<file path="config.mk">
export PLATFORM = sky130hd
export DESIGN_NAME = accel_top
export DESIGN_NICKNAME = d
export VERILOG_FILES = /design/src/hw/accel_pkg.sv /design/src/hw/accel_spi_reader.sv /design/src/hw/accel_top.sv /design/src/hw/axis_filter.sv /design/src/hw/motion_detector.sv
export SDC_FILE = /design/constraint.sdc
export NUM_CORES = 1
export LEC_CHECK = 0
export ABC_AREA = 1
export ABC_CLOCK_PERIOD_IN_PS = 6220
export BUFFER_PORTS_ARGS = -buffer_cell sky130_fd_sc_hd__buf_2
export CORE_MARGIN = 1
export CORE_UTILIZATION = 45
export CTS_BUF_LIST = sky130_fd_sc_hd__clkbuf_8 sky130_fd_sc_hd__clkbuf_16
export DETAILED_ROUTE_END_ITERATION = 7
export PLACE_DENSITY_LB_ADDON = 0.1
export SYNTH_ARGS = -nofsm -noshare
export SYNTH_HDL_FRONTEND = slang
export SYNTH_HIERARCHICAL = 1
export SYNTH_SLANG_ARGS = --single-unit
</file>
<file path="constraint.sdc">
create_clock -name iclk -period 6.22 [get_ports iclk]
set_input_delay 0.311 -clock iclk [delete_from_list [all_inputs] [get_ports iclk]]
set_output_delay 0.311 -clock iclk [all_outputs]
set_load 0.02 [all_outputs]
</file>
<file path="src/hw/accel_pkg.sv">
package accel_pkg;

    // one axis sample, also used for filtered values
    typedef logic signed [7:0] axis_t;
    // bit 2 is x, bit 1 is y, bit 0 is z
    typedef logic [2:0] axis_mask_t;

    typedef enum logic [1:0] {
        POWER_UP,
        FRAME,
        GAP
    } spi_state_t;

    localparam int NUM_AXES = 3;

    // burst read of the three axis registers
    localparam logic [7:0] READ_CMD   = 8'h0B;
    localparam logic [7:0] XDATA_ADDR = 8'h08;

    localparam int POWER_UP_CYCLES = 20000;
    localparam int GAP_CYCLES      = 10000;  // csn high between frames
    localparam int BIT_CYCLES      = 4;      // sclk = iclk / 4
    localparam int FRAME_BITS      = 40;
    localparam int TX_BITS         = 16;     // command + address
    localparam int RX_BITS         = 24;     // x, y, z bytes

    localparam int WAIT_W  = $clog2(POWER_UP_CYCLES);
    localparam int PHASE_W = $clog2(BIT_CYCLES);
    localparam int BIT_W   = $clog2(FRAME_BITS);

    localparam int AVG_DEPTH = 4;
    localparam int AVG_SHIFT = $clog2(AVG_DEPTH);
    localparam int SUM_W     = 10;  // room for four full-scale samples

    localparam int MOTION_THRESH = 16;
    localparam int DIFF_W        = 9;

endpackage

</file>
<file path="src/hw/accel_spi_reader.sv">
`timescale 1ns/1ps

module accel_spi_reader (
    input  logic             iclk,
    input  logic             arst_n,
    input  logic             miso,
    output logic             sclk,
    output logic             mosi,
    output logic             csn,
    output logic             sample_valid,
    output accel_pkg::axis_t x_data,
    output accel_pkg::axis_t y_data,
    output accel_pkg::axis_t z_data
);
    import accel_pkg::*;

    spi_state_t           state;
    logic [WAIT_W-1:0]    wait_cnt;
    logic [WAIT_W-1:0]    wait_end;
    logic [PHASE_W-1:0]   phase;     // position inside the current bit
    logic [BIT_W-1:0]     bit_idx;
    logic [TX_BITS-1:0]   tx_shift;
    logic [RX_BITS-1:0]   rx_shift;
    logic                 bit_end;
    logic                 last_bit;
    logic                 sclk_rise;
    logic                 frame_done;

    // power-up and gap share one counter
    assign wait_end = (state == POWER_UP) ? WAIT_W'(POWER_UP_CYCLES - 1)
                                          : WAIT_W'(GAP_CYCLES - 1);

    assign bit_end   = (phase == PHASE_W'(BIT_CYCLES - 1));
    assign last_bit  = (bit_idx == BIT_W'(FRAME_BITS - 1));
    assign sclk_rise = (state == FRAME) && (phase == PHASE_W'(BIT_CYCLES / 2 - 1));

    // first cycle of the gap, csn already high
    assign frame_done = (state == GAP) && (wait_cnt == '0);

    assign mosi = tx_shift[TX_BITS-1];  // zeros once cmd and addr are out

    always_ff @(posedge iclk or negedge arst_n) begin
        if (!arst_n) begin
            state    <= POWER_UP;
            wait_cnt <= '0;
            phase    <= '0;
            bit_idx  <= '0;
            tx_shift <= '0;
            csn      <= 1'b1;
            sclk     <= 1'b0;
        end else begin
            case (state)
                POWER_UP, GAP: begin
                    if (wait_cnt == wait_end) begin
                        state    <= FRAME;
                        csn      <= 1'b0;
                        wait_cnt <= '0;
                        phase    <= '0;
                        bit_idx  <= '0;
                        tx_shift <= {READ_CMD, XDATA_ADDR};  // msb presented at csn fall
                    end else begin
                        wait_cnt <= wait_cnt + 1'b1;
                    end
                end
                FRAME: begin
                    phase <= bit_end ? '0 : phase + 1'b1;
                    if (sclk_rise) begin
                        sclk <= 1'b1;
                    end
                    if (bit_end) begin
                        // falling edge, next mosi bit goes out with it
                        sclk     <= 1'b0;
                        tx_shift <= tx_shift << 1;
                        bit_idx  <= bit_idx + 1'b1;
                        if (last_bit) begin
                            state <= GAP;
                            csn   <= 1'b1;
                        end
                    end
                end
                default: begin
                    state <= POWER_UP;
                    csn   <= 1'b1;
                    sclk  <= 1'b0;
                end
            endcase
        end
    end

    // data bits follow the 16 command/address bits, msb first
    always_ff @(posedge iclk) begin
        if (sclk_rise && (bit_idx >= BIT_W'(TX_BITS))) begin
            rx_shift <= {rx_shift[RX_BITS-2:0], miso};
        end
    end

    // output latch, all three bytes change together
    always_ff @(posedge iclk or negedge arst_n) begin
        if (!arst_n) begin
            sample_valid <= 1'b0;
            x_data       <= '0;
            y_data       <= '0;
            z_data       <= '0;
        end else begin
            sample_valid <= frame_done;
            if (frame_done) begin
                x_data <= axis_t'(rx_shift[23:16]);
                y_data <= axis_t'(rx_shift[15:8]);
                z_data <= axis_t'(rx_shift[7:0]);
            end
        end
    end

    // mode 0 idle level outside the frame
    a_sclk_idle : assert property (@(posedge iclk) disable iff (!arst_n)
        csn |-> !sclk);

    a_valid_in_gap : assert property (@(posedge iclk) disable iff (!arst_n)
        sample_valid |-> csn);

endmodule

</file>
<file path="src/hw/accel_top.sv">
`timescale 1ns/1ps

module accel_top (
    input  logic                  iclk,
    input  logic                  arst_n,
    input  logic                  miso,
    output logic                  sclk,
    output logic                  mosi,
    output logic                  csn,
    output logic                  sample_valid,
    output accel_pkg::axis_t      x_data,
    output accel_pkg::axis_t      y_data,
    output accel_pkg::axis_t      z_data,
    output logic                  filt_valid,
    output accel_pkg::axis_t      filt_data [accel_pkg::NUM_AXES],  // [0] is x
    output logic                  motion,
    output accel_pkg::axis_mask_t motion_axes
);
    import accel_pkg::*;

    axis_t               sample_axes [NUM_AXES];
    logic [NUM_AXES-1:0] axis_valid;  // mask order, bit 2 is x

    accel_spi_reader accel_spi_reader_i (
        .iclk         (iclk),
        .arst_n       (arst_n),
        .miso         (miso),
        .sclk         (sclk),
        .mosi         (mosi),
        .csn          (csn),
        .sample_valid (sample_valid),
        .x_data       (x_data),
        .y_data       (y_data),
        .z_data       (z_data)
    );

    assign sample_axes[0] = x_data;
    assign sample_axes[1] = y_data;
    assign sample_axes[2] = z_data;

    for (genvar i = 0; i < NUM_AXES; i++) begin : g_axis
        axis_filter axis_filter_i (
            .iclk      (iclk),
            .arst_n    (arst_n),
            .in_valid  (sample_valid),
            .in_data   (sample_axes[i]),
            .avg_valid (axis_valid[NUM_AXES-1-i]),
            .avg_data  (filt_data[i])
        );
    end

    assign filt_valid = axis_valid[NUM_AXES-1];  // x filter, all three pulse together

    motion_detector motion_detector_i (
        .iclk        (iclk),
        .arst_n      (arst_n),
        .in_valid    (axis_valid),
        .in_data     (filt_data),
        .motion      (motion),
        .motion_axes (motion_axes)
    );

endmodule

</file>
<file path="src/hw/axis_filter.sv">
`timescale 1ns/1ps

module axis_filter (
    input  logic             iclk,
    input  logic             arst_n,
    input  logic             in_valid,
    input  accel_pkg::axis_t in_data,
    output logic             avg_valid,
    output accel_pkg::axis_t avg_data
);
    import accel_pkg::*;

    axis_t                   hist [AVG_DEPTH];  // [0] is newest
    logic signed [SUM_W-1:0] sum;
    logic signed [SUM_W-1:0] sum_next;

    // running sum, oldest sample falls out of the window
    assign sum_next = sum + in_data - hist[AVG_DEPTH-1];

    always_ff @(posedge iclk or negedge arst_n) begin
        if (!arst_n) begin
            for (int i = 0; i < AVG_DEPTH; i++) begin
                hist[i] <= '0;
            end
            sum       <= '0;
            avg_valid <= 1'b0;
            avg_data  <= '0;
        end else begin
            avg_valid <= in_valid;
            if (in_valid) begin
                hist[0] <= in_data;
                for (int i = 1; i < AVG_DEPTH; i++) begin
                    hist[i] <= hist[i-1];
                end
                sum <= sum_next;
                // arithmetic shift gives the floor of sum / 4
                avg_data <= axis_t'(sum_next >>> AVG_SHIFT);
            end
        end
    end

    // one output pulse per single-cycle input strobe
    a_avg_follows_in : assert property (@(posedge iclk) disable iff (!arst_n)
        avg_valid |-> $past(in_valid) && !$past(in_valid, 2));

endmodule

</file>
<file path="src/hw/motion_detector.sv">
`timescale 1ns/1ps

module motion_detector (
    input  logic                           iclk,
    input  logic                           arst_n,
    input  logic [accel_pkg::NUM_AXES-1:0] in_valid,  // bit 2 is x
    input  accel_pkg::axis_t               in_data [accel_pkg::NUM_AXES],  // [0] is x
    output logic                           motion,
    output accel_pkg::axis_mask_t          motion_axes
);
    import accel_pkg::*;

    axis_t                    prev [NUM_AXES];
    logic signed [DIFF_W-1:0] diff [NUM_AXES];
    logic [DIFF_W-1:0]        mag  [NUM_AXES];
    axis_mask_t               hit;
    logic                     all_valid;

    assign all_valid = &in_valid;

    always_comb begin
        for (int i = 0; i < NUM_AXES; i++) begin
            diff[i] = in_data[i] - prev[i];  // widened, no wrap
            mag[i]  = diff[i][DIFF_W-1] ? -diff[i] : diff[i];
            hit[NUM_AXES-1-i] = (mag[i] > DIFF_W'(MOTION_THRESH));
        end
    end

    always_ff @(posedge iclk or negedge arst_n) begin
        if (!arst_n) begin
            for (int i = 0; i < NUM_AXES; i++) begin
                prev[i] <= '0;
            end
            motion      <= 1'b0;
            motion_axes <= '0;
        end else begin
            motion <= 1'b0;
            if (all_valid) begin
                for (int i = 0; i < NUM_AXES; i++) begin
                    prev[i] <= in_data[i];
                end
                motion_axes <= hit;   // held until the next sample
                motion      <= |hit;
            end
        end
    end

    // the filters run in lock step
    a_valid_aligned : assert property (@(posedge iclk) disable iff (!arst_n)
        (in_valid == '0) || all_valid);

endmodule

</file>
Word-level counts from Yosys, hierarchy flattened
Index checks and enable logic that the tools add are counted.

word-level totals
  bits in registers = 271
  input port bits = 3
  word-level logic and storage cells = 104
  RAM bits = 0
  latch bits = 0
  memory bits (read-only) = 0
  memories kept = 0

operators by class
  add/subtract/negate cells = 15
  equality and inequality tests = 10
  multiply operators = 0
  mux-type cells = 26
  reduce and logical (&&, ||, !) cells = 12
  shifts and indexed selects = 0
  divide/modulo/power cells = 0
  bitwise operators = 1
  order comparisons = 4

operator list
  cell                                                               number
  2-to-1 mux 16 bit                                                  2
  case mux 16 bit (2 select lines)                                   1
  adder 10 x 8 -> 10 bit                                             3
  2-to-1 mux 15 bit                                                  2
  subtractor 10 x 8 -> 10 bit                                        3
  greater-than comparator 9 x 5 -> 1 bit, second input constant      3
  2-to-1 mux 9 bit                                                   3
  negation 9 bit                                                     3
  subtractor 8 x 8 -> 9 bit                                          3
  adder 15 x 1 -> 15 bit, second input constant                      1
  == test 15 bit                                                     1
  logical NOT 15 bit                                                 1
  2-to-1 mux 6 bit                                                   2
  case mux 6 bit (2 select lines)                                    1
  2-to-1 mux 2 bit                                                   5
  case mux 2 bit (2 select lines)                                    2
  adder 6 x 1 -> 6 bit, second input constant                        1
  == test 6 bit, second input constant                               1
  greater-or-equal comparator 6 x 5 -> 1 bit, second input constant  1
  2-to-1 mux 1 bit                                                   6
  != test 2 x 1 -> 1 bit, second input constant                      3
  AND reduction 3 bit                                                2
  == test 2 x 1 -> 1 bit, second input constant                      2
  == test 2 bit, second input constant                               2
  other kinds (10)                                                   14

Depth between registers and ports, before layout
Gate-level depths: netlist of run 1.

  depth after elaboration = 6
  depth in mapped cells = 21
  mapped depth without buffers = 20

Hierarchy
Netlist of run 1, hierarchy kept.

modules (own cells, without submodules)
  module                                     seq. area each (µm²)  instances  cells an instance  area each (µm²)
  axis_filter (g_axis[1].axis_filter_i ...)  1076.0                2          299                2406.1
  accel_spi_reader                           2348.5                1          380                3799.9
  motion_detector                            700.7                 1          460                2930.3
  axis_filter (g_axis[0].axis_filter_i)      1076.0                1          299                2396.0

Worst setup path before layout of run 1
No wires, ideal clock.

  kind = flip-flop to flip-flop
  from = reg g_axis[0].axis_filter_i.avg_data[0]
  to = reg motion_detector_i.motion
  buffers on the path = 1
  cell stages (with the launch flop) = 21
  clock period less this slack = 2452 ps
  arrival = 2336 ps
  setup slack = 3768 ps
  setup time = 117 ps
  cell sequence = dfrtp_1 -> buf_4 -> inv_1 -> ha_1 -> inv_1 -> fa_1 -> inv_1 -> ha_1 -> inv_1 -> a21oi_1 -> nand3_2 -> nor2_2 -> nand2_1 -> nand3_1 -> nand2_1 -> inv_1 -> nand3_2 -> nor2_2 -> nand2_1 -> nand2_1 -> nand2_1

on the way
  cells in the longest elaborated chain, start to end = 6

RTL lines
  element                                   RTL line               RTL
  start: declaration                        axis_filter.sv:9       output accel_pkg::axis_t avg_data
  start signal: assignment                  axis_filter.sv:37      avg_data <= axis_t'(sum_next >>> AVG_SHIFT);
  subtractor 8 x 8 -> 9 bit *               motion_detector.sv:23  diff[i] = in_data[i] - prev[i];
  negation 9 bit                            motion_detector.sv:24  mag[i] = diff[i][DIFF_W-1] ? -diff[i] : diff[i];
  2-to-1 mux 9 bit *                        motion_detector.sv:24
  greater-than comparator 9 x 5 -> 1 bit *  motion_detector.sv:25  hit[NUM_AXES-1-i] = (mag[i] > DIFF_W'(MOTION_THRESH));
  OR reduction 3 bit *                      motion_detector.sv:43  motion <= |hit;
  2-to-1 mux 1 bit *                        motion_detector.sv:38  if (all_valid) begin
  end signal: assignment                    motion_detector.sv:43
  end: declaration                          motion_detector.sv:8   output logic motion,

Every way passes the cells marked *; elsewhere a longest branch is shown, timed or not.
A chain may end at the register's enable or synchronous reset.

Worst setup path after layout of run 1
  from = reg g_axis[2].axis_filter_i.avg_data[0]
  to = reg motion_detector_i.motion

on the way
  cells in the longest elaborated chain, start to end = 6

RTL lines
  element                                   RTL line
  start: declaration                        axis_filter.sv:9
  start signal: assignment                  axis_filter.sv:37
  subtractor 8 x 8 -> 9 bit *               motion_detector.sv:23
  negation 9 bit                            motion_detector.sv:24
  2-to-1 mux 9 bit *                        motion_detector.sv:24
  greater-than comparator 9 x 5 -> 1 bit *  motion_detector.sv:25
  OR reduction 3 bit *                      motion_detector.sv:43
  2-to-1 mux 1 bit *                        motion_detector.sv:38

Marked as above.

==> out/results.tsv, run 1 <==
stage	metric	value	unit
power	PwrDens	216	nW/um2
yosys	Ys Warns	6	
cells_and_area	n_diodes	0	
power	Worst VDD drop	0.000143	V
routing	vias per cell	4.81	
grt	GRT Total Usage	0.189	
yosys	count leader, synth	nand2_1	
clock_tree	Post-CTS Setup Inserts	0	
critical_path	critical path type	reg2reg	
critical_path	CP Cell Sequence	inv_1 -> ha_1 -> inv_1 -> fa_1 -> inv_1 -> ha_1 -> inv_1 -> nor2_1 -> nor2_1 -> nor3b_1 -> nand3_1 -> nand2_1 -> nand2_1 -> nand3_1 -> nand3_1 -> nand2_1 -> nand2_1	
sta	worst slew pin tran	1.07	ns
yosys	number of synthesized flops with an enable pin	24	
critical_path	cell family with most CP delay	simple AND/OR/NAND/NOR gates	
critical_path	crit-path max FO	4	
yosys	Top FF cell, synth	dfrtp_1	
sta	max-slew violations	0	
clock_tree	H-tree depth	1	
grt	total grt overflow	0	
cells_and_area	NumNets Final	1865	
routing	vias	10500	
clock_tree	Post-CTS Resized	0	
status	outcome	finished clean	
clock_tree	clk root buf	clkbuf_16	
floorplan	Initial Util	0.457	
cells_and_area	synthesis-to-finish area growth	9.98	%
sta	fin crit share	0.422	
yosys	fraction of registers with async set/reset	0.902	
placement	DP HPWL	19.6	mm
critical_path	startpoint types	flip-flop	
yosys	Seq cells post-synth	246	
critical_path	CP arrival	3.03	ns
routing	DRC Markers	0	
critical_path	Buf/Inv on CP	4	
clock_tree	Clk pin slew, worst setup/hold paths	0.07	ns
yosys	sequential fraction of the synthesis area	0.450	
cells_and_area	proportion of layout cells with a drive suffix above 1	0.110	
critical_path	Critical Path End Type	flip-flop	
clock_tree	hold buffers post-CTS	2	
critical_path	slowest cell delay on critical path	0.42	ns
sta	Clock Skews	0.0188	ns
run	max-cap viol count	0	
clock_tree	worst skew pair latency	0.53	ns
sta	slew margin rel.	0.284	
floorplan	Die ar.	31700	um2
yosys	syn nets	1835	
yosys	Synth top cells by count	653 x nand2_1, 233 x inv_1, 221 x dfrtp_1	
yosys	post-synth design cell area	13900	um2
yosys	Distinct cells, synth	48	
sta	min cycle time layout	2.62	ns
floorplan	Ports	60	
power	Power, Total	3.32	mW
placement	GP Congestion	0.801	
routing	drt wl/cell	12.9	um
clock_tree	CTS tree	yes	
yosys	Mapped Cells	1737	
routing	Pre-antenna DRT Iters	5	
grt	initial antenna violation count	0	
yosys	cell taking the most area after synthesis	dfrtp_1	
sta	Setup Viol. Count Final	0	
critical_path	CP max-delay cell	fa_1	
clock_tree	clock sinks	246	
routing	1st-iter DRT viols	579	
critical_path	Critical Path Stages	17	
grt	largest net degree at the start of global routing	113	
routing	Detail Route Antenna Nets	0	
cells_and_area	fillcell total	2955	
yosys	Synth top area share	0.397	
clock_tree	maximum buffer depth of the clock tree	3	
floorplan	Die X	178	um
critical_path	CP required	6.63	ns
grt	first-pass GRT wire length	49.2	mm
sta	fmax	381	MHz
yosys	top post-synthesis cells by area	dfrtp_1 40%, nand2_1 18%, inv_1 6.3%	
routing	overall routed net length	28.1	mm
placement	number of port buffers	59	
floorplan	core box area	30500	um2
floorplan	Cell Rows	64	
clock_tree	CTS buffer count	27	
sta	total negative setup slack	0	ns
min_path	class of the worst hold path	in2async	
critical_path	R2R depth	17	
sta	unrepaired setup endpoints after global routing	no	
power	leakage	8.39	nW
sta	final hold violations	0	
grt	vias in the first global route	10300	
floorplan	Die Y	178	um
yosys	mean post-synth cell area	8.02	um2
where the power goes:
group	internal (mW)	switching [mW]	total, mW
Combinational	0.00315	0.0281	0.0313
Clock	1.03	0.637	1.67
Sequential	1.62	0	1.62
Total	2.65	0.665	3.32
final timing paths:
path / from / to / slack, ns
max in group asynchronous: arst_n / g_axis[0].axis_filter_i/hist[22] / 4.68
setup reg to reg: g_axis[2].axis_filter_i/avg_data[0] / motion_detector_i/motion / 3.60
hold / removal: arst_n / g_axis[0].axis_filter_i/avg_data[4] / 0.44
hold reg to reg: accel_spi_reader_i/rx_shift[14] / accel_spi_reader_i/rx_shift[15] / 0.45
setup / recovery: g_axis[2].axis_filter_i/avg_data[0] / motion_detector_i/motion / 3.60
min in group iclk: accel_spi_reader_i/rx_shift[14] / accel_spi_reader_i/rx_shift[15] / 0.45
through the flow:
step | std cells | setup WS, ns | utilization | cell area [um2] | hold slack (ns)
after floorplan | 1737 | 3.77 | - | 13900 | 0.0154
after global placement | 2132 | 3.69 | 0.471 | 14400 | 0.430
after detailed placement | 2132 | 3.61 | 0.471 | 14400 | 0.437
after CTS | 2183 | 3.59 | 0.502 | 15300 | 0.452
after global routing | 2183 | 3.31 | 0.502 | 15300 | 0.455
final | 2183 | 3.60 | 0.502 | 15300 | 0.442
registers in the layout, summed over array words and instances (netlist names), 8 cells and up:
name	count
g_axis.axis_filter_i/hist	96
accel_spi_reader_i/rx_shift	24
g_axis.axis_filter_i/avg_data	24
motion_detector_i/prev	24
accel_spi_reader_i/wait_cnt	15
accel_spi_reader_i/tx_shift	13
accel_spi_reader_i/x_data	8
accel_spi_reader_i/y_data	8
accel_spi_reader_i/z_data	8
kinds of logic (layout without fill, tap and decap cells):
kind of cell	after synthesis	in the layout	share of synthesized area
flops	246	246	0.450
xor+xnor	15	15	0.00996
compound gates	137	137	0.0548
simple gates	932	932	0.287
fa+ha+maj	95	95	0.101
buf+inv	312	362	0.0962
cell usage in the layout, fill, tap and decap left out, types with 2 or more instances in the layout:
| master | Yosys | layout |
|---|---|---|
| o22ai_1 | 9 | 9 |
| dlygate4sd3_1 | 0 | 2 |
| xnor2_1 | 6 | 6 |
| ha_1 | 65 | 65 |
| inv_1 | 233 | 240 |
| o21ai_0 | 70 | 70 |
| nor3b_1 | 4 | 4 |
| nand2_4 | 2 | 2 |
| o21bai_1 | 2 | 2 |
| o31ai_1 | 2 | 2 |
| nor3_1 | 9 | 9 |
| buf_2 | 15 | 58 |
| a21oi_2 | 5 | 5 |
| nor2_2 | 11 | 12 |
| edfxtp_1 | 24 | 24 |
| o21a_1 | 6 | 6 |
| dfrtp_1 | 221 | 220 |
| nor2_4 | 2 | 2 |
| clkbuf_8 | 0 | 3 |
| nand4_1 | 19 | 19 |
| clkinv_2 | 1 | 7 |
| nor2_1 | 79 | 78 |
| inv_2 | 13 | 13 |
| a31oi_1 | 3 | 3 |
| xor2_1 | 8 | 8 |
| nand3_2 | 11 | 11 |
| o21ai_2 | 3 | 3 |
| or2_2 | 4 | 4 |
| buf_4 | 28 | 3 |
| or2_1 | 2 | 2 |
| a21oi_1 | 28 | 28 |
| nand2_1 | 653 | 653 |
| nand2_2 | 31 | 31 |
| nand3b_1 | 16 | 16 |
| bufinv_16 | 0 | 5 |
| nand3_1 | 86 | 86 |
| fa_1 | 30 | 30 |
| clkbuf_16 | 0 | 27 |
| o21ai_1 | 6 | 6 |
area by class of cell:
class	count	area [um2]	area share
clock inverters	19	214	0.0140
inverters	248	932	0.0608
well taps	396	495	0.0323
clock buffers	30	717	0.0468
flip-flops and latches	246	6280	0.410
multi-input cells	1179	6320	0.412
repair buffers	65	368	0.0240
per-layer routing:
layer	routed length, um	global-route usage	up-vias
li1	-	-	5450
met1	13200	0.253	4903
met2	13500	0.327	112
met3	960	0.0230	36
met4	465	0.0438	0
met5	0	0	-
Note: power is estimated with default switching activity, not from simulation.
==> inputs of run 2 (changes only) <==
Settings changed: ABC_AREA 1 to 0, ABC_CLOCK_PERIOD_IN_PS 6220 to 2650.
Clock period 6.22 ns to 2.65 ns, I/O delays scaled along.
==> run 2 against run 1 <==
  * The flow now finishes with violations (negative setup slack)
  * Routed wire length decreased by 8.0%
  * Total power increased by 130%
  * Global-route usage decreased by 1.3 points
  * Critical endpoint unchanged
==> out/results.tsv, run 2 <==
stage	metric	value	unit	change
status	failing checks	negative setup slack		
yosys	fraction of registers with async set/reset	0.902		unchanged
power	leakage	7.51	nW	-10%
routing	DRC Markers	0		unchanged
cells_and_area	Reg with most FFs	g_axis.axis_filter_i/hist		
routing	DR top layer	met4		
yosys	Ys Warns	6		unchanged
yosys	Synth top area share	0.410		+0.0129
sta	Clock Skews	0.00947	ns	-0.00933 ns
critical_path	CP required	3.04	ns	-3.59 ns
floorplan	Initial Util	0.457		about the same
grt	largest net degree at the start of global routing	69		-39%
grt	vias in the first global route	8893		-14%
placement	number of port buffers	59		unchanged
clock_tree	clk root buf	clkbuf_16		
critical_path	crit-path max FO	3		-1
critical_path	Critical Path End Type	flip-flop		
sta	slew margin rel.	0.618		+0.334
sta	max-slew violations	0		unchanged
yosys	Distinct cells, synth	84		+75%
run	max-cap viol count	0		unchanged
min_path	class of the worst hold path	in2async		
clock_tree	maximum buffer depth of the clock tree	3		unchanged
critical_path	r2r endpoint	motion_detector_i/motion		
clock_tree	Clk pin slew, worst setup/hold paths	0.06	ns	about the same
placement	placed insts	1679		-21%
cells_and_area	commonest cells after routing, fill and taps aside	219 x dfrtp_1, 154 x inv_1, 138 x nand2_1		
floorplan	Ports	60		unchanged
yosys	Top FF cell, synth	dfrtp_1		
floorplan	Die X	175	um	-1.6%
critical_path	slowest cell delay on critical path	0.53	ns	+0.11 ns
power	Power, Total	7.60	mW	+130%
floorplan	Die Y	175	um	-1.6%
routing	Metal-1 WL	13.1	mm	-0.52%
yosys	Synth top cells by count	221 x dfrtp_1, 154 x inv_1, 138 x nand2_1		
grt	first-pass GRT wire length	44.6	mm	-9.4%
critical_path	critical path type	reg2reg		
routing	Detail Route Antenna Nets	0		unchanged
yosys	count leader, synth	dfrtp_1		
floorplan	Cell Rows	63		-1.6%
routing	vias	8753		-17%
sta	slack of the critical path	-0.158	ns	-3.75 ns
clock_tree	clock sinks	246		unchanged
clock_tree	CTS tree	yes		
critical_path	CP arrival	3.20	ns	+0.17 ns
power	PwrDens	492	nW/um2	+130%
routing	met2 wire len	11.5	mm	-15%
clock_tree	H-tree depth	1		unchanged
yosys	syn nets	1334		-27%
yosys	number of synthesized flops with an enable pin	24		unchanged
placement	GP Congestion	0.813		+1.5%
sta	final hold violations	0		unchanged
sta	fin crit share	1.06		+0.637
critical_path	flop2flop setup slack	-0.16	ns	-3.75 ns
routing	drt wl/cell	14.9	um	+16%
power	Worst VDD drop	0.000438	V	+210%
status	outcome	complete, but fails checks		
sta	worst slew pin tran	0.573	ns	-0.495 ns
cells_and_area	commonest non-fill, non-tap cell in the layout	dfrtp_1		
sta	total negative setup slack	-0.325	ns	-0.325 ns
grt	GRT Total Usage	0.176		-0.0130
routing	1st-iter DRT viols	349		-40%
yosys	Mapped Cells	1236		-29%
grt	initial antenna violation count	0		unchanged
sta	min cycle time layout	2.81	ns	+0.183 ns
cells_and_area	proportion of layout cells with a drive suffix above 1	0.258		+0.149
routing	vias per cell	5.05		+4.9%
critical_path	RR Startpoint	g_axis[2].axis_filter_i/avg_data[0]		
yosys	cell taking the most area after synthesis	dfrtp_1		
sta	unrepaired setup endpoints after global routing	yes		
routing	overall routed net length	25.8	mm	-8.0%
cells_and_area	Non-Filler Instances	1734		-21%
sta	Setup Viol. Count Final	3		+3
critical_path	CP Cell Sequence	inv_4 -> ha_4 -> inv_2 -> fa_2 -> inv_2 -> ha_4 -> nor3_4 -> o21ai_2 -> a31o_1 -> or4_4 -> a22oi_2 -> a31oi_1		
floorplan	core box area	29600	um2	-3.1%
cells_and_area	n_diodes	0		unchanged
cells_and_area	post-layout util	0.522		+0.0197
cells_and_area	max reg flops	96		unchanged
sta	fmax	356	MHz	-6.5%
yosys	top post-synthesis cells by area	dfrtp_1 41%, mux2_2 9.6%, ha_1 6.0%		
critical_path	R2R depth	12		-5
routing	DR WL met3	777	um	-19%
routing	Pre-antenna DRT Iters	4		-1
placement	DP HPWL	18.6	mm	-5.3%
yosys	mean post-synth cell area	10.9	um2	+36%
yosys	Seq cells post-synth	246		unchanged
yosys	sequential fraction of the synthesis area	0.465		+0.0147
clock_tree	worst skew pair latency	0.53	ns	about the same
critical_path	startpoint types	flip-flop		
critical_path	CP max-delay cell	fa_2		
cells_and_area	NumNets Final	1420		-24%
floorplan	Die ar.	30700	um2	-3.1%
grt	total grt overflow	0		unchanged
yosys	post-synth design cell area	13500	um2	-3.2%
cells_and_area	synthesis-to-finish area growth	14.3	%	
clock_tree	CTS buffer count	28		+3.7%
## run 2: what timing repair did
action	4_1_cts	5_1_grt
cloned	0	0
setup endpoints to repair	3	12
hold buffers	2	0
setup buffers	0	1
gates resized for setup	2	18
hold endpoints to repair	66	0
pin swaps	1	12
## run 2: cell type report
cell class / instances / area (um2)
Fill cell: 2656 / 14100
Clock inverter: 21 / 148
Multi-Input combinational cell: 775 / 6400
Sequential cell: 246 / 6280
Tap cell: 390 / 488
Timing Repair Buffer: 115 / 781
Clock buffer: 31 / 753
Inverter: 156 / 588
## run 2: logic make-up (layout without fill, tap and decap cells)
kind of cell,Yosys count,count (layout),share of synthesized area
AND/OR/NAND/NOR,297,297,0.108
adder cells (fa/ha/maj),95,95,0.105
multiplexers,132,132,0.109
AO/OA/AOI/OAI,213,213,0.114
buffers and inverters,215,323,0.0736
XOR/XNOR,38,38,0.0252
flip-flops,246,246,0.465
## run 2: worst max-delay path by stage
stage / slack (ns) / to / from
2_1_floorplan: -0.12 / motion_detector_i/motion / g_axis[2].axis_filter_i/avg_data[0]
3_3_place_gp: -0.11 / motion_detector_i/motion / g_axis[2].axis_filter_i/avg_data[0]
3_5_place_dp: -0.20 / motion_detector_i/motion / g_axis[2].axis_filter_i/avg_data[0]
4_1_cts: -0.11 / motion_detector_i/motion / g_axis[2].axis_filter_i/avg_data[0]
5_1_grt: -0.32 / motion_detector_i/motion / g_axis[2].axis_filter_i/avg_data[0]
6_report: -0.16 / motion_detector_i/motion / g_axis[2].axis_filter_i/avg_data[0]
## run 2: critical path: cells and delay by family, from the launching register on
family                     cells  cell delay (ns)
DFF                            1             0.40
and+or+nand+nor                2             0.64
buffers and inverters          3             0.16
adders and majority gates      3             0.88
AOI/OAI and AO/OA              4             0.60
## run 2: report_power, final
| part | internal [mW] | switching, mW |
|---|---|---|
| clock network | 2.15 | 1.57 |
| logic | 0.0114 | 0.0672 |
| registers | 3.80 | 0 |
| total | 5.96 | 1.64 |
## run 2: through the flow
| stage | hold WS [ns] | cell area (um2) | setup slack, ns |
|---|---|---|---|
| 5_1_grt | 0.185 | 15400 | -0.322 |
| 4_1_cts | 0.167 | 15300 | -0.112 |
| 3_3_place_gp | 0.133 | 14400 | -0.109 |
| 6_report | 0.143 | 15400 | -0.158 |
| 2_1_floorplan | -0.163 | 13600 | -0.116 |
| 3_5_place_dp | 0.142 | 14400 | -0.203 |
## run 2: routing by layer
layer,GRT usage,vias up
met5,0,-
met3,0.0242,31
li1,-,4424
met1,0.256,4203
met4,0.0424,0
met2,0.279,95
==> inputs of run 3 (changes only) <==
Settings changed: TNS_END_PERCENT set to 5.
==> run 3 against run 2 <==
  * The flow still finishes with violations (negative setup slack)
  * First-iteration DRC count rose by 4.6%
  * Maximum frequency grew 3.4%
  * Sequential share of layout area is 0.11 points lower
  * Clock skew up 0.0014 ns
  * Total power increased by 3.5%
  * Cell area grew 0.27%
==> out/results.tsv, run 3 (synthesis gave the netlist of run 2 again) <==
stage	metric	value	unit	change
placement	post-place instance area	14400	um2	about the same
critical_path	critical path type	reg2reg		
critical_path	Critical Path End Type	flip-flop		
placement	GP Congestion	0.812		about the same
sta	slew margin rel.	0.587		-0.0310
clock_tree	maximum buffer depth of the clock tree	3		unchanged
placement	DP HPWL	18.3	mm	-1.6%
sta	unrepaired setup endpoints after global routing	yes		
routing	Detail Route Antenna Nets	0		unchanged
floorplan	Cell Rows	63		unchanged
grt	GRT Total Usage	0.173		-0.00312
critical_path	CP Cell Sequence	inv_4 -> ha_4 -> inv_2 -> fa_2 -> inv_2 -> ha_4 -> nor3_2 -> o21ai_1 -> a31o_1 -> or4_1 -> a22oi_2 -> a31oi_1		
grt	initial antenna violation count	0		unchanged
routing	Pre-antenna DRT Iters	4		unchanged
cells_and_area	proportion of layout cells with a drive suffix above 1	0.251		-0.00670
routing	overall routed net length	25.5	mm	-1.5%
routing	1st-iter DRT viols	365		+4.6%
critical_path	CP max-delay cell	fa_2		
floorplan	core box area	29600	um2	unchanged
grt	first-pass GRT wire length	43.7	mm	-2.1%
clock_tree	CTS buffer count	28		unchanged
sta	fmax	368	MHz	+3.4%
placement	dpl ws	-0.192	ns	+0.0101 ns
power	Power, Total	7.87	mW	+3.5%
sta	slack of the critical path	-0.0646	ns	+0.0930 ns
routing	vias per cell	5.05		about the same
cells_and_area	commonest non-fill, non-tap cell in the layout	dfrtp_1		
floorplan	Die ar.	30700	um2	unchanged
sta	Clock Skews	0.0109	ns	+0.00144 ns
routing	DRC Markers	0		unchanged
floorplan	Initial Util	0.457		unchanged
power	switching pwr	1.63	mW	-0.56%
sta	fin crit share	1.02		-0.0351
critical_path	startpoint types	flip-flop		
floorplan	Ports	60		unchanged
critical_path	slowest cell delay on critical path	0.54	ns	about the same
status	outcome	complete, but fails checks		
grt	largest net degree at the start of global routing	81		+17%
clock_tree	clk root buf	clkbuf_16		
clock_tree	worst skew pair latency	0.55	ns	+0.02 ns
critical_path	Setup crit start	g_axis[2].axis_filter_i/avg_data[0]		
cells_and_area	synthesis-to-finish area growth	14.7	%	
placement	number of port buffers	59		unchanged
cells_and_area	post-layout util	0.524		+0.00140
routing	vias	8761		+0.091%
clock_tree	CTS tree	yes		
sta	worst slew pin tran	0.620	ns	+0.0465 ns
critical_path	cell family with most CP delay	adder cells		
floorplan	Die Y	175	um	unchanged
cells_and_area	n_diodes	0		unchanged
power	Sw Share	0.207		-0.00844
floorplan	Die X	175	um	unchanged
grt	vias in the first global route	8717		-2.0%
clock_tree	Post-CTS Setup Inserts	0		unchanged
critical_path	CP required	3.07	ns	+0.03 ns
power	Logic pwr share	0.010		about the same
cells_and_area	NumNets Final	1421		+0.070%
cells_and_area	commonest cells after routing, fill and taps aside	219 x dfrtp_1, 158 x inv_1, 138 x nand2_1		
cells_and_area	max reg flops	96		unchanged
sta	max-slew violations	0		unchanged
critical_path	CP arrival	3.13	ns	-0.07 ns
power	PwrDens	508	nW/um2	+3.2%
critical_path	crit-path max FO	3		unchanged
power	sequential share of power	0.483		-0.017
status	failing checks	negative setup slack		
grt	total grt overflow	0		unchanged
clock_tree	H-tree depth	1		unchanged
routing	drt wl/cell	14.7	um	-1.5%
clock_tree	Clk pin slew, worst setup/hold paths	0.06	ns	about the same
sta	Min Hold Slack	0.169	ns	+0.0257 ns
power	Clock power frac	0.506		+0.016
power	Worst VDD drop	0.000461	V	+5.4%
sta	Setup Viol. Count Final	3		unchanged
cells_and_area	Reg with most FFs	g_axis.axis_filter_i/hist		
sta	min cycle time layout	2.71	ns	-0.0930 ns
sta	final hold violations	0		unchanged
run	max-cap viol count	0		unchanged
power	internal power	6.23	mW	+4.6%
clock_tree	clock sinks	246		unchanged
critical_path	Buf/Inv on CP	3		unchanged
power	leakage	7.57	nW	+0.69%
cells_and_area	Final Cell Area	15500	um2	+0.27%
min_path	class of the worst hold path	in2async		
cells_and_area	fillcell total	2660		+0.15%
critical_path	RR Startpoint	g_axis[2].axis_filter_i/avg_data[0]		
==> run 3: cell types whose count changed in the layout (fill, tap and decap cells not counted), sizes merged <==
cell,previous run,this run
bufinv,1,3
clkinvlp,4,1
buf,113,114
clkinv,12,7
inv,160,162
clkbuf,31,34
==> run 3: final timing paths <==
check / to / slack (ns) / cells past startpoint
setup / recovery: motion_detector_i/motion / -0.06 / 12
hold / removal: motion_detector_i/prev[18] / 0.17 / 2
setup reg to reg: motion_detector_i/motion / -0.06 / 12
hold reg to reg: accel_spi_reader_i/rx_shift[4] / 0.45 / 0
max in group asynchronous: accel_spi_reader_i/csn / 1.72 / 3
min in group iclk: accel_spi_reader_i/rx_shift[0] / 0.30 / 2
==> run 3: timing repair <==
item / 4_1_cts / 5_1_grt
gates cloned: 0 / 0
resized for setup: 6 / 7
hold endpoints to repair: 76 / 0
endpoints found under the setup margin: 4 / 12
hold buffers: 2 / 0
pin swaps: 2 / 1
==> run 3: metal layers <==
layer	up-vias	GRT usage	part of all wire
met5	-	0	0
met4	0	0.0457	0.020
met3	31	0.0237	0.027
met2	101	0.268	0.44
met1	4210	0.255	0.51
li1	4419	-	-
==> run 3: final cells by class <==
class | count | area [um2] | area share
Clock buffer | 34 | 795 | 0.0513
Clock inverter | 17 | 183 | 0.0118
Inverter | 156 | 588 | 0.0380
Multi-Input combinational cell | 775 | 6350 | 0.411
Sequential cell | 246 | 6280 | 0.406
Tap cell | 390 | 488 | 0.0315
Timing Repair Buffer | 116 | 788 | 0.0509
==> run 3: metrics by stage <==
step / std cells / TNS, ns
floorplan: 1236 / -0.388
detailed placement: 1681 / -0.501
finish: 1734 / -0.118
global placement: 1681 / -0.283
global route: 1734 / -0.847
CTS: 1734 / -0.176
==> run 3: worst register-to-register path, cell delays in order (launching register included) <==
cell and delay, ns:
dfrtp_1 0.41, inv_4 0.07, ha_4 0.12, inv_2 0.03, fa_2 0.54, inv_2 0.05, ha_4 0.22, nor3_2 0.10
o21ai_1 0.08, a31o_1 0.19, or4_1 0.51, a22oi_2 0.16, a31oi_1 0.10
==> run 3: power groups by stage <==
stage               combinational, mW  clock [mW]  sequential (mW)
floorplan                  0.00000341           0             3.87
global placement               0.0843           0             3.87
detailed placement             0.0858           0             3.87
CTS                            0.0884        4.12             3.80
global route                   0.0963        4.25             3.80
finish                         0.0806        3.98             3.80
